File: src/source/jogo_ritmo_pkg.sv
`default_nettype none

package jogo_ritmo_pkg;

    // Nota tocada, um botao e um LED por codigo
    typedef logic [1:0] nota_t;

    // Duracao em batidas, a musica usa 1 ou 2
    typedef logic [1:0] duracao_t;

    // Estados do controle
    typedef enum logic [3:0] {
        e_inicial        = 4'h0,
        e_preparacao     = 4'h1,
        e_inicia_rodada  = 4'h2,
        e_mostra_nota    = 4'h3,
        e_intervalo      = 4'h4,
        e_proxima_mostra = 4'h5,
        e_inicia_jogada  = 4'h6,
        e_espera_jogada  = 4'h7,
        e_compara        = 4'h8,
        e_proxima_jogada = 4'h9,
        e_erro           = 4'ha,
        e_proxima_rodada = 4'hb,
        e_ganhou         = 4'hc,
        e_perdeu         = 4'hd
    } estado_t;

    // Largura do digito dos displays
    localparam int LARGURA_HEXA = 4;

endpackage

`default_nettype wire

File: src/source/hexa7seg.sv
`timescale 1ns/100ps
`default_nettype none

module hexa7seg import jogo_ritmo_pkg::*; (
    input  logic [LARGURA_HEXA-1:0] hexa,
    output logic [6:0]              display
);

    // Segmentos gfedcba, ativos em baixo
    always_comb begin
        case (hexa)
            4'h0:    display = 7'b1000000;
            4'h1:    display = 7'b1111001;
            4'h2:    display = 7'b0100100;
            4'h3:    display = 7'b0110000;
            4'h4:    display = 7'b0011001;
            4'h5:    display = 7'b0010010;
            4'h6:    display = 7'b0000010;
            4'h7:    display = 7'b1111000;
            4'h8:    display = 7'b0000000;
            4'h9:    display = 7'b0010000;
            4'ha:    display = 7'b0001000;
            4'hb:    display = 7'b0000011;
            4'hc:    display = 7'b1000110;
            4'hd:    display = 7'b0100001;
            4'he:    display = 7'b0000110;
            default: display = 7'b0001110;
        endcase
    end

endmodule

`default_nettype wire

File: src/source/temporizador_nota.sv
`timescale 1ns/100ps
`default_nettype none

module temporizador_nota import jogo_ritmo_pkg::*; #(
    parameter int TICKS_POR_BATIDA = 50000000
) (
    input  logic                     clock,
    input  logic                     reset,
    input  logic                     zera_tempo,
    input  logic                     conta_tempo,
    input  logic [$bits(duracao_t):0] limite,
    output logic                     fim_tempo,
    output logic                     metro
);

    localparam int LARGURA_TICK = (TICKS_POR_BATIDA > 1) ? $clog2(TICKS_POR_BATIDA) : 1;

    logic [LARGURA_TICK-1:0]   ticks;
    logic [$bits(duracao_t):0] batidas;

    // Ultimo ciclo da batida atual
    assign metro = conta_tempo && (ticks == LARGURA_TICK'(TICKS_POR_BATIDA - 1));

    // Fim quando a batida que termina agora completa o limite
    assign fim_tempo = metro && ((batidas + 1'b1) == limite);

    always_ff @(posedge clock) begin
        if (reset || zera_tempo) begin
            ticks   <= '0;
            batidas <= '0;
        end else if (conta_tempo) begin
            if (metro) begin
                ticks   <= '0;
                batidas <= batidas + 1'b1;
            end else begin
                ticks <= ticks + 1'b1;
            end
        end
    end

endmodule

`default_nettype wire

File: src/source/memoria_musica.sv
`timescale 1ns/100ps
`default_nettype none

module memoria_musica import jogo_ritmo_pkg::*; #(
    parameter int MUSICA = 16
) (
    input  logic [3:0] endereco,
    output nota_t      nota,
    output duracao_t   duracao
);

    // Palavra da musica: nota nos bits altos, duracao nos baixos
    logic [3:0] palavra;

    always_comb begin
        case (endereco)
            4'h0:    palavra = 4'b01_01;
            4'h1:    palavra = 4'b00_10;
            4'h2:    palavra = 4'b11_01;
            4'h3:    palavra = 4'b10_10;
            4'h4:    palavra = 4'b01_01;
            4'h5:    palavra = 4'b00_10;
            4'h6:    palavra = 4'b11_01;
            4'h7:    palavra = 4'b10_10;
            4'h8:    palavra = 4'b01_01;
            4'h9:    palavra = 4'b00_10;
            4'ha:    palavra = 4'b11_01;
            4'hb:    palavra = 4'b10_10;
            4'hc:    palavra = 4'b01_01;
            4'hd:    palavra = 4'b00_10;
            4'he:    palavra = 4'b11_01;
            default: palavra = 4'b10_10;
        endcase

        // Fora da musica
        if (int'(endereco) >= MUSICA) begin
            palavra = 4'b00_01;
        end
    end

    assign nota    = palavra[3:2];
    assign duracao = palavra[1:0];

endmodule

`default_nettype wire

File: src/source/fluxo_dados.sv
`timescale 1ns/100ps
`default_nettype none

module fluxo_dados import jogo_ritmo_pkg::*; #(
    parameter int MUSICA = 16,
    parameter int ERRO   = 3
) (
    input  logic                      clock,
    input  logic                      reset,
    input  logic [3:0]                botoes,
    input  logic                      zera_rodada,
    input  logic                      conta_rodada,
    input  logic                      zera_endereco,
    input  logic                      conta_endereco,
    input  logic                      zera_erros,
    input  logic                      conta_erro,
    input  logic                      apresenta,
    input  logic                      toca,
    output logic                      nota_feita,
    output logic                      nota_correta,
    output logic                      endereco_igual_rodada,
    output logic                      fim_musica,
    output logic                      erros_max,
    output logic [$bits(duracao_t):0] limite_tempo,
    output logic [3:0]                leds,
    output logic                      pulso_buzzer,
    output logic [3:0]                db_rodada
);

    logic [3:0]      botoes_reg;
    logic [3:0]      botoes_ant;
    nota_t           nota_botao;
    nota_t           nota_musica;
    duracao_t        duracao_musica;
    logic [4:0]      rodada;
    logic [3:0]      endereco;
    logic [ERRO-1:0] erros;

    memoria_musica #(
        .MUSICA ( MUSICA )
    ) memoria_musica (
        .endereco ( endereco       ),
        .nota     ( nota_musica    ),
        .duracao  ( duracao_musica )
    );

    // Botoes registrados duas vezes para detectar a borda
    always_ff @(posedge clock) begin
        if (reset) begin
            botoes_reg <= '0;
            botoes_ant <= '0;
        end else begin
            botoes_reg <= botoes;
            botoes_ant <= botoes_reg;
        end
    end

    assign nota_feita = |(botoes_reg & ~botoes_ant);

    always_comb begin
        case (botoes_reg)
            4'b0010: nota_botao = 2'd1;
            4'b0100: nota_botao = 2'd2;
            4'b1000: nota_botao = 2'd3;
            default: nota_botao = 2'd0;
        endcase
    end

    assign nota_correta = (nota_botao == nota_musica);

    // Contadores de rodada, endereco e erros
    always_ff @(posedge clock) begin
        if (reset || zera_rodada) begin
            rodada <= '0;
        end else if (conta_rodada) begin
            rodada <= rodada + 1'b1;
        end
    end

    always_ff @(posedge clock) begin
        if (reset || zera_endereco) begin
            endereco <= '0;
        end else if (conta_endereco) begin
            endereco <= endereco + 1'b1;
        end
    end

    always_ff @(posedge clock) begin
        if (reset || zera_erros) begin
            erros <= '0;
        end else if (conta_erro) begin
            erros <= erros + 1'b1;
        end
    end

    assign endereco_igual_rodada = ({1'b0, endereco} == (rodada - 5'd1));
    assign fim_musica            = (rodada == 5'(MUSICA));
    assign erros_max             = &erros;

    // Jogador ganha uma batida a mais que a nota
    assign limite_tempo = apresenta ? {1'b0, duracao_musica}
                                    : {1'b0, duracao_musica} + 3'd1;

    assign leds = apresenta ? (4'b0001 << nota_musica) : 4'b0000;

    // Alinha o pulso com o primeiro ciclo do LED
    always_ff @(posedge clock) begin
        if (reset) begin
            pulso_buzzer <= 1'b0;
        end else begin
            pulso_buzzer <= toca;
        end
    end

    assign db_rodada = rodada[3:0];

endmodule

`default_nettype wire

File: src/source/unidade_controle.sv
`timescale 1ns/100ps
`default_nettype none

module unidade_controle import jogo_ritmo_pkg::*; #(
    parameter int ERRO = 3
) (
    input  logic    clock,
    input  logic    reset,
    input  logic    iniciar,
    input  logic    nota_feita,
    input  logic    nota_correta,
    input  logic    endereco_igual_rodada,
    input  logic    fim_musica,
    input  logic    erros_max,
    input  logic    fim_tempo,
    output logic    zera_rodada,
    output logic    conta_rodada,
    output logic    zera_endereco,
    output logic    conta_endereco,
    output logic    zera_erros,
    output logic    conta_erro,
    output logic    apresenta,
    output logic    toca,
    output logic    zera_tempo,
    output logic    conta_tempo,
    output logic    ganhou,
    output logic    perdeu,
    output logic    vez_jogador,
    output estado_t db_estado
);

    // Contador de um bit: o primeiro erro ja encerra o jogo
    localparam bit ERRO_UNICO = (ERRO == 1);

    estado_t estado;
    estado_t proximo;

    always_ff @(posedge clock) begin
        if (reset) begin
            estado <= e_inicial;
        end else begin
            estado <= proximo;
        end
    end

    always_comb begin
        proximo = estado;
        case (estado)
            e_inicial:        if (iniciar) proximo = e_preparacao;
            e_preparacao:     proximo = e_proxima_rodada;
            e_proxima_rodada: proximo = e_inicia_rodada;
            // Contagem de erros ja atualizada aqui
            e_inicia_rodada:  proximo = erros_max ? e_perdeu : e_intervalo;
            e_intervalo:      proximo = e_mostra_nota;
            e_mostra_nota: begin
                if (fim_tempo) begin
                    proximo = endereco_igual_rodada ? e_inicia_jogada : e_proxima_mostra;
                end
            end
            e_proxima_mostra: proximo = e_mostra_nota;
            e_inicia_jogada:  proximo = e_espera_jogada;
            e_espera_jogada: begin
                // Jogada tem prioridade sobre o fim da janela
                if (nota_feita) begin
                    proximo = nota_correta ? e_compara : e_erro;
                end else if (fim_tempo) begin
                    proximo = e_erro;
                end
            end
            e_compara: begin
                if (!endereco_igual_rodada) begin
                    proximo = e_proxima_jogada;
                end else if (fim_musica) begin
                    proximo = e_ganhou;
                end else begin
                    proximo = e_proxima_rodada;
                end
            end
            e_proxima_jogada: proximo = e_espera_jogada;
            e_erro:           proximo = ERRO_UNICO ? e_perdeu : e_inicia_rodada;
            e_ganhou:         if (iniciar) proximo = e_preparacao;
            e_perdeu:         if (iniciar) proximo = e_preparacao;
            default:          proximo = e_inicial;
        endcase
    end

    // Saidas de Moore
    assign zera_rodada    = (estado == e_preparacao);
    assign conta_rodada   = (estado == e_proxima_rodada);
    assign zera_erros     = (estado == e_preparacao);
    assign conta_erro     = (estado == e_erro);
    assign zera_endereco  = (estado == e_preparacao) || (estado == e_inicia_rodada)
                         || (estado == e_inicia_jogada);
    assign conta_endereco = (estado == e_proxima_mostra) || (estado == e_proxima_jogada);
    assign apresenta      = (estado == e_mostra_nota);
    assign toca           = (estado == e_intervalo) || (estado == e_proxima_mostra);
    assign conta_tempo    = (estado == e_mostra_nota) || (estado == e_espera_jogada);
    assign zera_tempo     = (estado == e_preparacao) || (estado == e_inicia_rodada)
                         || (estado == e_intervalo) || (estado == e_proxima_mostra)
                         || (estado == e_inicia_jogada) || (estado == e_proxima_jogada);

    assign vez_jogador = (estado == e_inicia_jogada) || (estado == e_espera_jogada)
                      || (estado == e_compara) || (estado == e_proxima_jogada);
    assign ganhou      = (estado == e_ganhou);
    assign perdeu      = (estado == e_perdeu);

    assign db_estado = estado;

endmodule

`default_nettype wire

File: src/source/circuito_principal.sv
`timescale 1ns/100ps
`default_nettype none

module circuito_principal import jogo_ritmo_pkg::*; #(
    parameter int TICKS_POR_BATIDA = 50000000,
    parameter int MUSICA           = 16,
    parameter int ERRO             = 3
) (
    input  logic       clock,
    input  logic       reset,
    input  logic       iniciar,
    input  logic [3:0] botoes,

    output logic       ganhou,
    output logic       perdeu,
    output logic       vez_jogador,
    output logic [3:0] leds,
    output logic       pulso_buzzer,

    output logic       db_metro,
    output logic [6:0] db_rodada,
    output logic [6:0] db_estado
);

    // Sinais de controle
    logic zera_rodada, conta_rodada, zera_endereco, conta_endereco;
    logic zera_erros, conta_erro, apresenta, toca;
    logic zera_tempo, conta_tempo;

    // Sinais de condicao
    logic nota_feita, nota_correta, endereco_igual_rodada;
    logic fim_musica, erros_max, fim_tempo;
    logic [$bits(duracao_t):0] limite_tempo;

    // Valores dos displays
    logic [3:0] s_db_rodada;
    estado_t    s_db_estado;

    fluxo_dados #(
        .MUSICA ( MUSICA ),
        .ERRO   ( ERRO   )
    ) fluxo_dados (
        .clock                 ( clock                 ),
        .reset                 ( reset                 ),
        .botoes                ( botoes                ),
        .zera_rodada           ( zera_rodada           ),
        .conta_rodada          ( conta_rodada          ),
        .zera_endereco         ( zera_endereco         ),
        .conta_endereco        ( conta_endereco        ),
        .zera_erros            ( zera_erros            ),
        .conta_erro            ( conta_erro            ),
        .apresenta             ( apresenta             ),
        .toca                  ( toca                  ),
        .nota_feita            ( nota_feita            ),
        .nota_correta          ( nota_correta          ),
        .endereco_igual_rodada ( endereco_igual_rodada ),
        .fim_musica            ( fim_musica            ),
        .erros_max             ( erros_max             ),
        .limite_tempo          ( limite_tempo          ),
        .leds                  ( leds                  ),
        .pulso_buzzer          ( pulso_buzzer          ),
        .db_rodada             ( s_db_rodada           )
    );

    unidade_controle #(
        .ERRO ( ERRO )
    ) unidade_controle (
        .clock                 ( clock                 ),
        .reset                 ( reset                 ),
        .iniciar               ( iniciar               ),
        .nota_feita            ( nota_feita            ),
        .nota_correta          ( nota_correta          ),
        .endereco_igual_rodada ( endereco_igual_rodada ),
        .fim_musica            ( fim_musica            ),
        .erros_max             ( erros_max             ),
        .fim_tempo             ( fim_tempo             ),
        .zera_rodada           ( zera_rodada           ),
        .conta_rodada          ( conta_rodada          ),
        .zera_endereco         ( zera_endereco         ),
        .conta_endereco        ( conta_endereco        ),
        .zera_erros            ( zera_erros            ),
        .conta_erro            ( conta_erro            ),
        .apresenta             ( apresenta             ),
        .toca                  ( toca                  ),
        .zera_tempo            ( zera_tempo            ),
        .conta_tempo           ( conta_tempo           ),
        .ganhou                ( ganhou                ),
        .perdeu                ( perdeu                ),
        .vez_jogador           ( vez_jogador           ),
        .db_estado             ( s_db_estado           )
    );

    temporizador_nota #(
        .TICKS_POR_BATIDA ( TICKS_POR_BATIDA )
    ) temporizador_nota (
        .clock       ( clock        ),
        .reset       ( reset        ),
        .zera_tempo  ( zera_tempo   ),
        .conta_tempo ( conta_tempo  ),
        .limite      ( limite_tempo ),
        .fim_tempo   ( fim_tempo    ),
        .metro       ( db_metro     )
    );

    hexa7seg display_rodada (
        .hexa    ( s_db_rodada ),
        .display ( db_rodada   )
    );

    hexa7seg display_estado (
        .hexa    ( s_db_estado ),
        .display ( db_estado   )
    );

endmodule

`default_nettype wire

File: config.mk
export PLATFORM = sky130hd
export DESIGN_NAME = circuito_principal
export DESIGN_NICKNAME = d
export VERILOG_FILES = /design/src/source/jogo_ritmo_pkg.sv /design/src/source/hexa7seg.sv /design/src/source/temporizador_nota.sv /design/src/source/memoria_musica.sv /design/src/source/fluxo_dados.sv /design/src/source/unidade_controle.sv /design/src/source/circuito_principal.sv
export SDC_FILE = /design/constraint.sdc
export NUM_CORES = 1
export LEC_CHECK = 0
export BUFFER_PORTS_ARGS = -buffer_cell sky130_fd_sc_hd__buf_4
export CELL_PAD_IN_SITES_DETAIL_PLACEMENT = 1
export CELL_PAD_IN_SITES_GLOBAL_PLACEMENT = 1
export CORE_UTILIZATION = 35
export CTS_BUF_LIST = sky130_fd_sc_hd__clkbuf_16
export DETAILED_ROUTE_END_ITERATION = 7
export PLACE_DENSITY = 0.75
export SKIP_LAST_GASP = 1
export SLEW_MARGIN = 20
export SYNTH_ARGS = -nofsm -noshare
export SYNTH_HDL_FRONTEND = slang
export SYNTH_HIERARCHICAL = 1
export SYNTH_SLANG_ARGS = --single-unit
File: constraint.sdc
create_clock -name clock -period 5.3 [get_ports clock]
set_clock_uncertainty 0.05 [all_clocks]
set_input_delay 0.53 -clock clock [delete_from_list [all_inputs] [get_ports clock]]
set_output_delay 0.53 -clock clock [all_outputs]
set_load 0.05 [all_outputs]
==> flow_summary.yaml <==
run_status:
  status: "complete, no violations"
setup_path:
  reg2reg_depth: 6
  path_buf_inv: 2
  arrival_ns: 2.91
  critPathCaptureType: "primary output"
  worstPathRequired_ns: 4.72
  cp_slowest_stage_delay_ns: 0.89
  crit_chain: "nand3b_1 > inv_1 > and4_1 > nand4_1 > nor3_1 > buf_4"
  worst_path_max_delay_cell: "dfxtp_1"
  crit_family: "simple AND/OR/NAND/NOR gates"
  cp-start-kind: "flip-flop"
  crit_fanout: 25
  cp.depth: 6
  critPathKind: "reg2out"
floorplan:
  die_x_um: 105
  die_h_um: 105
  dieArea_um2: 10900
  rows: 37
  core-area_um2: 10300
  start_util_pct: 35.8
  ioPinCount: 30
sta:
  setup_viol: 0
  slew-limit-headroom_pct: 30.6
  holdWs_ns: 0.399
  grt_setup_unrepaired: "no"
  finalMaxSlewViolations: 0
  post-route-period-util_pct: 65.9
  worst_slew_pin_slew_ns: 1.04
  period_minus_slack_ns: 3.49
  fmax_mhz: 286
  report.final.hold_viol_count: 0
  finalSetupTns_ns: 0
cts:
  cts_setup_buffers: 0
  cts.clk_slew.worst_paths_ns: 0.07
  h-tree-depth: 2
  cts_sinks: 54
  clock_latency_ns: 0.29
  hold_buffers: 0
  cts_buffer_depth: 2
  cts_tree: "yes"
  numCtsBuffers: 5
  cts_root_buf: "clkbuf_16"
  cts.repair.resized: 0
drt:
  vias: 3070
  routed_via_density: 5.39
  antenna_left: 0
  post_drt_wl_per_cell_um: 15.3
  drt_iter0_markers: 96
  drt_pre_antenna_iters: 4
  drc: 0
  routed_wl_mm: 8.73
grt:
  grt_max_degree: 35
  grt_pass1_vias: 3069
  gr-usage-met2_pct: 29.2
  grt-ovfl-total: 0
  grt.busiest_layer: "met2"
  antenna_found_initial: 0
  use_met3_pct: 2.57
  use_met1_pct: 20.6
  grt_pass1_wl_mm: 15.0
  track_usage_pct: 16.6
synth:
  synth_simple_gate_area_share_pct: 28.1
  synth_cells: 427
  async_flop_share_pct: 0
  synth_ff_type: "dfxtp_1"
  ys_top_cells_by_area: "dfxtp_1 29%, ha_1 7.5%, nor2_1 4.2%"
  seq_area_frac_synth_pct: 29.4
  synth_top_family_by_area: "simple AND/OR/NAND/NOR gates"
  synthMuxAreaShare_pct: 6.16
  syn-mean-instance-area_um2: 8.61
  synth_nets: 456
  synth_xor_area_share_pct: 7.99
  synth.distinct_cells: 61
  synth_warnings: 6
  synth-compound-area-share_pct: 13.2
  synthAdderAreaFrac_pct: 7.48
  synth_seq_cells: 54
  synth_edf_count: 0
  synth_top_area_cell: "dfxtp_1"
  syn-cell-area_um2: 3680
  synth_top_area_share_pct: 29.4
cells_and_area:
  antennaDiodeCount: 0
  utilization_pct: 39.3
  mostFrequentLayoutCells: "54 x dfxtp_1, 41 x nor2_1, 31 x buf_4, 27 x a21oi_1, 22 x ha_1"
  fin_area_um2: 4040
  area_growth_pct: 9.76
  fillerInstances: 1250
  regMostFlops: "temporizador_nota/ticks"
  reg_top3: "temporizador_nota/ticks: 26 flops, fluxo_dados/rodada: 5 flops"
  largest_reg_flops: 26
  drive_gt1_share_pct: 13.4
  final_common_cell: "dfxtp_1"
  final_net_count: 462
flow_run:
  drv_cap: 0
place:
  hpwl_mm: 6.15
  gp_congestion: 0.743
  place_area_um2: 3870
  portBuffers: 29
power_and_ir_drop:
  ir_drop_mv: 0.270
  p_leak_uw: 0.00151
  power.density_nw_per_um2: 392
min_path:
  min_path_cells: 2
  hp-class: "in2reg"
layer usage:
metal,vias to the layer above,share of wire [%],routed length (µm)
met5,-,0,0
met4,0,1.7,151
met3,12,2.5,222
met2,35,49,4320
met1,1486,46,4040
li1,1537,-,-
worst register-to-register path, cell delays in order, from the launching register on:
cell and delay, ns:
dfxtp_1 0.89, nand3b_1 0.27, inv_1 0.20, and4_1 0.50, nand4_2 0.25, o21ai_2 0.88
a21oi_1 0.12
area by class of cell:
cell class	instances	area (µm²)	share of cell area, %
Multi-Input combinational cell	322	2310	57.3
Sequential cell	54	1080	26.8
Tap cell	136	170	4.21
Clock buffer	5	125	3.10
Clock inverter	3	42.5	1.05
Timing Repair Buffer	31	233	5.76
Inverter	19	71.3	1.77
power breakdown:
part | internal, µW | switching, µW
Combinational | 251 | 469
Clock | 223 | 154
Sequential | 426 | 58.8
Total | 900 | 682
through the flow:
step | setup slack, ns | power, µW | std cells
floorplan | 1.88 | 1060 | 427
global placement | 2.18 | 1190 | 562
detailed placement | 1.99 | 1220 | 562
CTS | 1.82 | 1600 | 570
global route | 1.63 | 1680 | 570
finish | 1.81 | 1580 | 570
cells in the mapped netlist, types with 4 or more instances:
cell type   n
dfxtp_1    54
nor2_1     41
a21oi_1    27
ha_1       22
inv_1      19
nor3_1     19
xor2_1     17
o21ai_0    16
nand2_1    15
mux2i_1    14
xnor2_1    14
buf_2      13
buf_4      12
nand3_1    12
and4_1     10
nand4_1     9
nor2b_1     9
or3_1       9
nand2b_1    8
o31ai_1     8
or4_1       6
a22o_1      4
and2_1      4
buf_6       4
nand3b_1    4
nor3b_1     4
cells by family after synthesis:
logic type	count (synthesis)
xor gates and xnor gates	32
DFF	54
adders and majority gates	22
muxes	19
and+or+nand+nor	174
buffers and inverters	51
AOI/OAI and AO/OA	75
path summary, 6_finish.rpt:
kind,slack [ns],from,endpoint
setup reg to reg,1.98,unidade_controle/db_estado[0]$_SDFFE_PP0P_,temporizador_nota/ticks[19]$_SDFFE_PP0P_
hold reg to reg,0.43,temporizador_nota/ticks[25]$_SDFFE_PP0P_,temporizador_nota/ticks[25]$_SDFFE_PP0P_
hold / removal,0.40,botoes[3],fluxo_dados/botoes_reg[3]$_SDFF_PP0_
setup / recovery,1.81,unidade_controle/db_estado[0]$_SDFFE_PP0P_,db_metro
No activity file was read; power rests on OpenSTA's default activity.
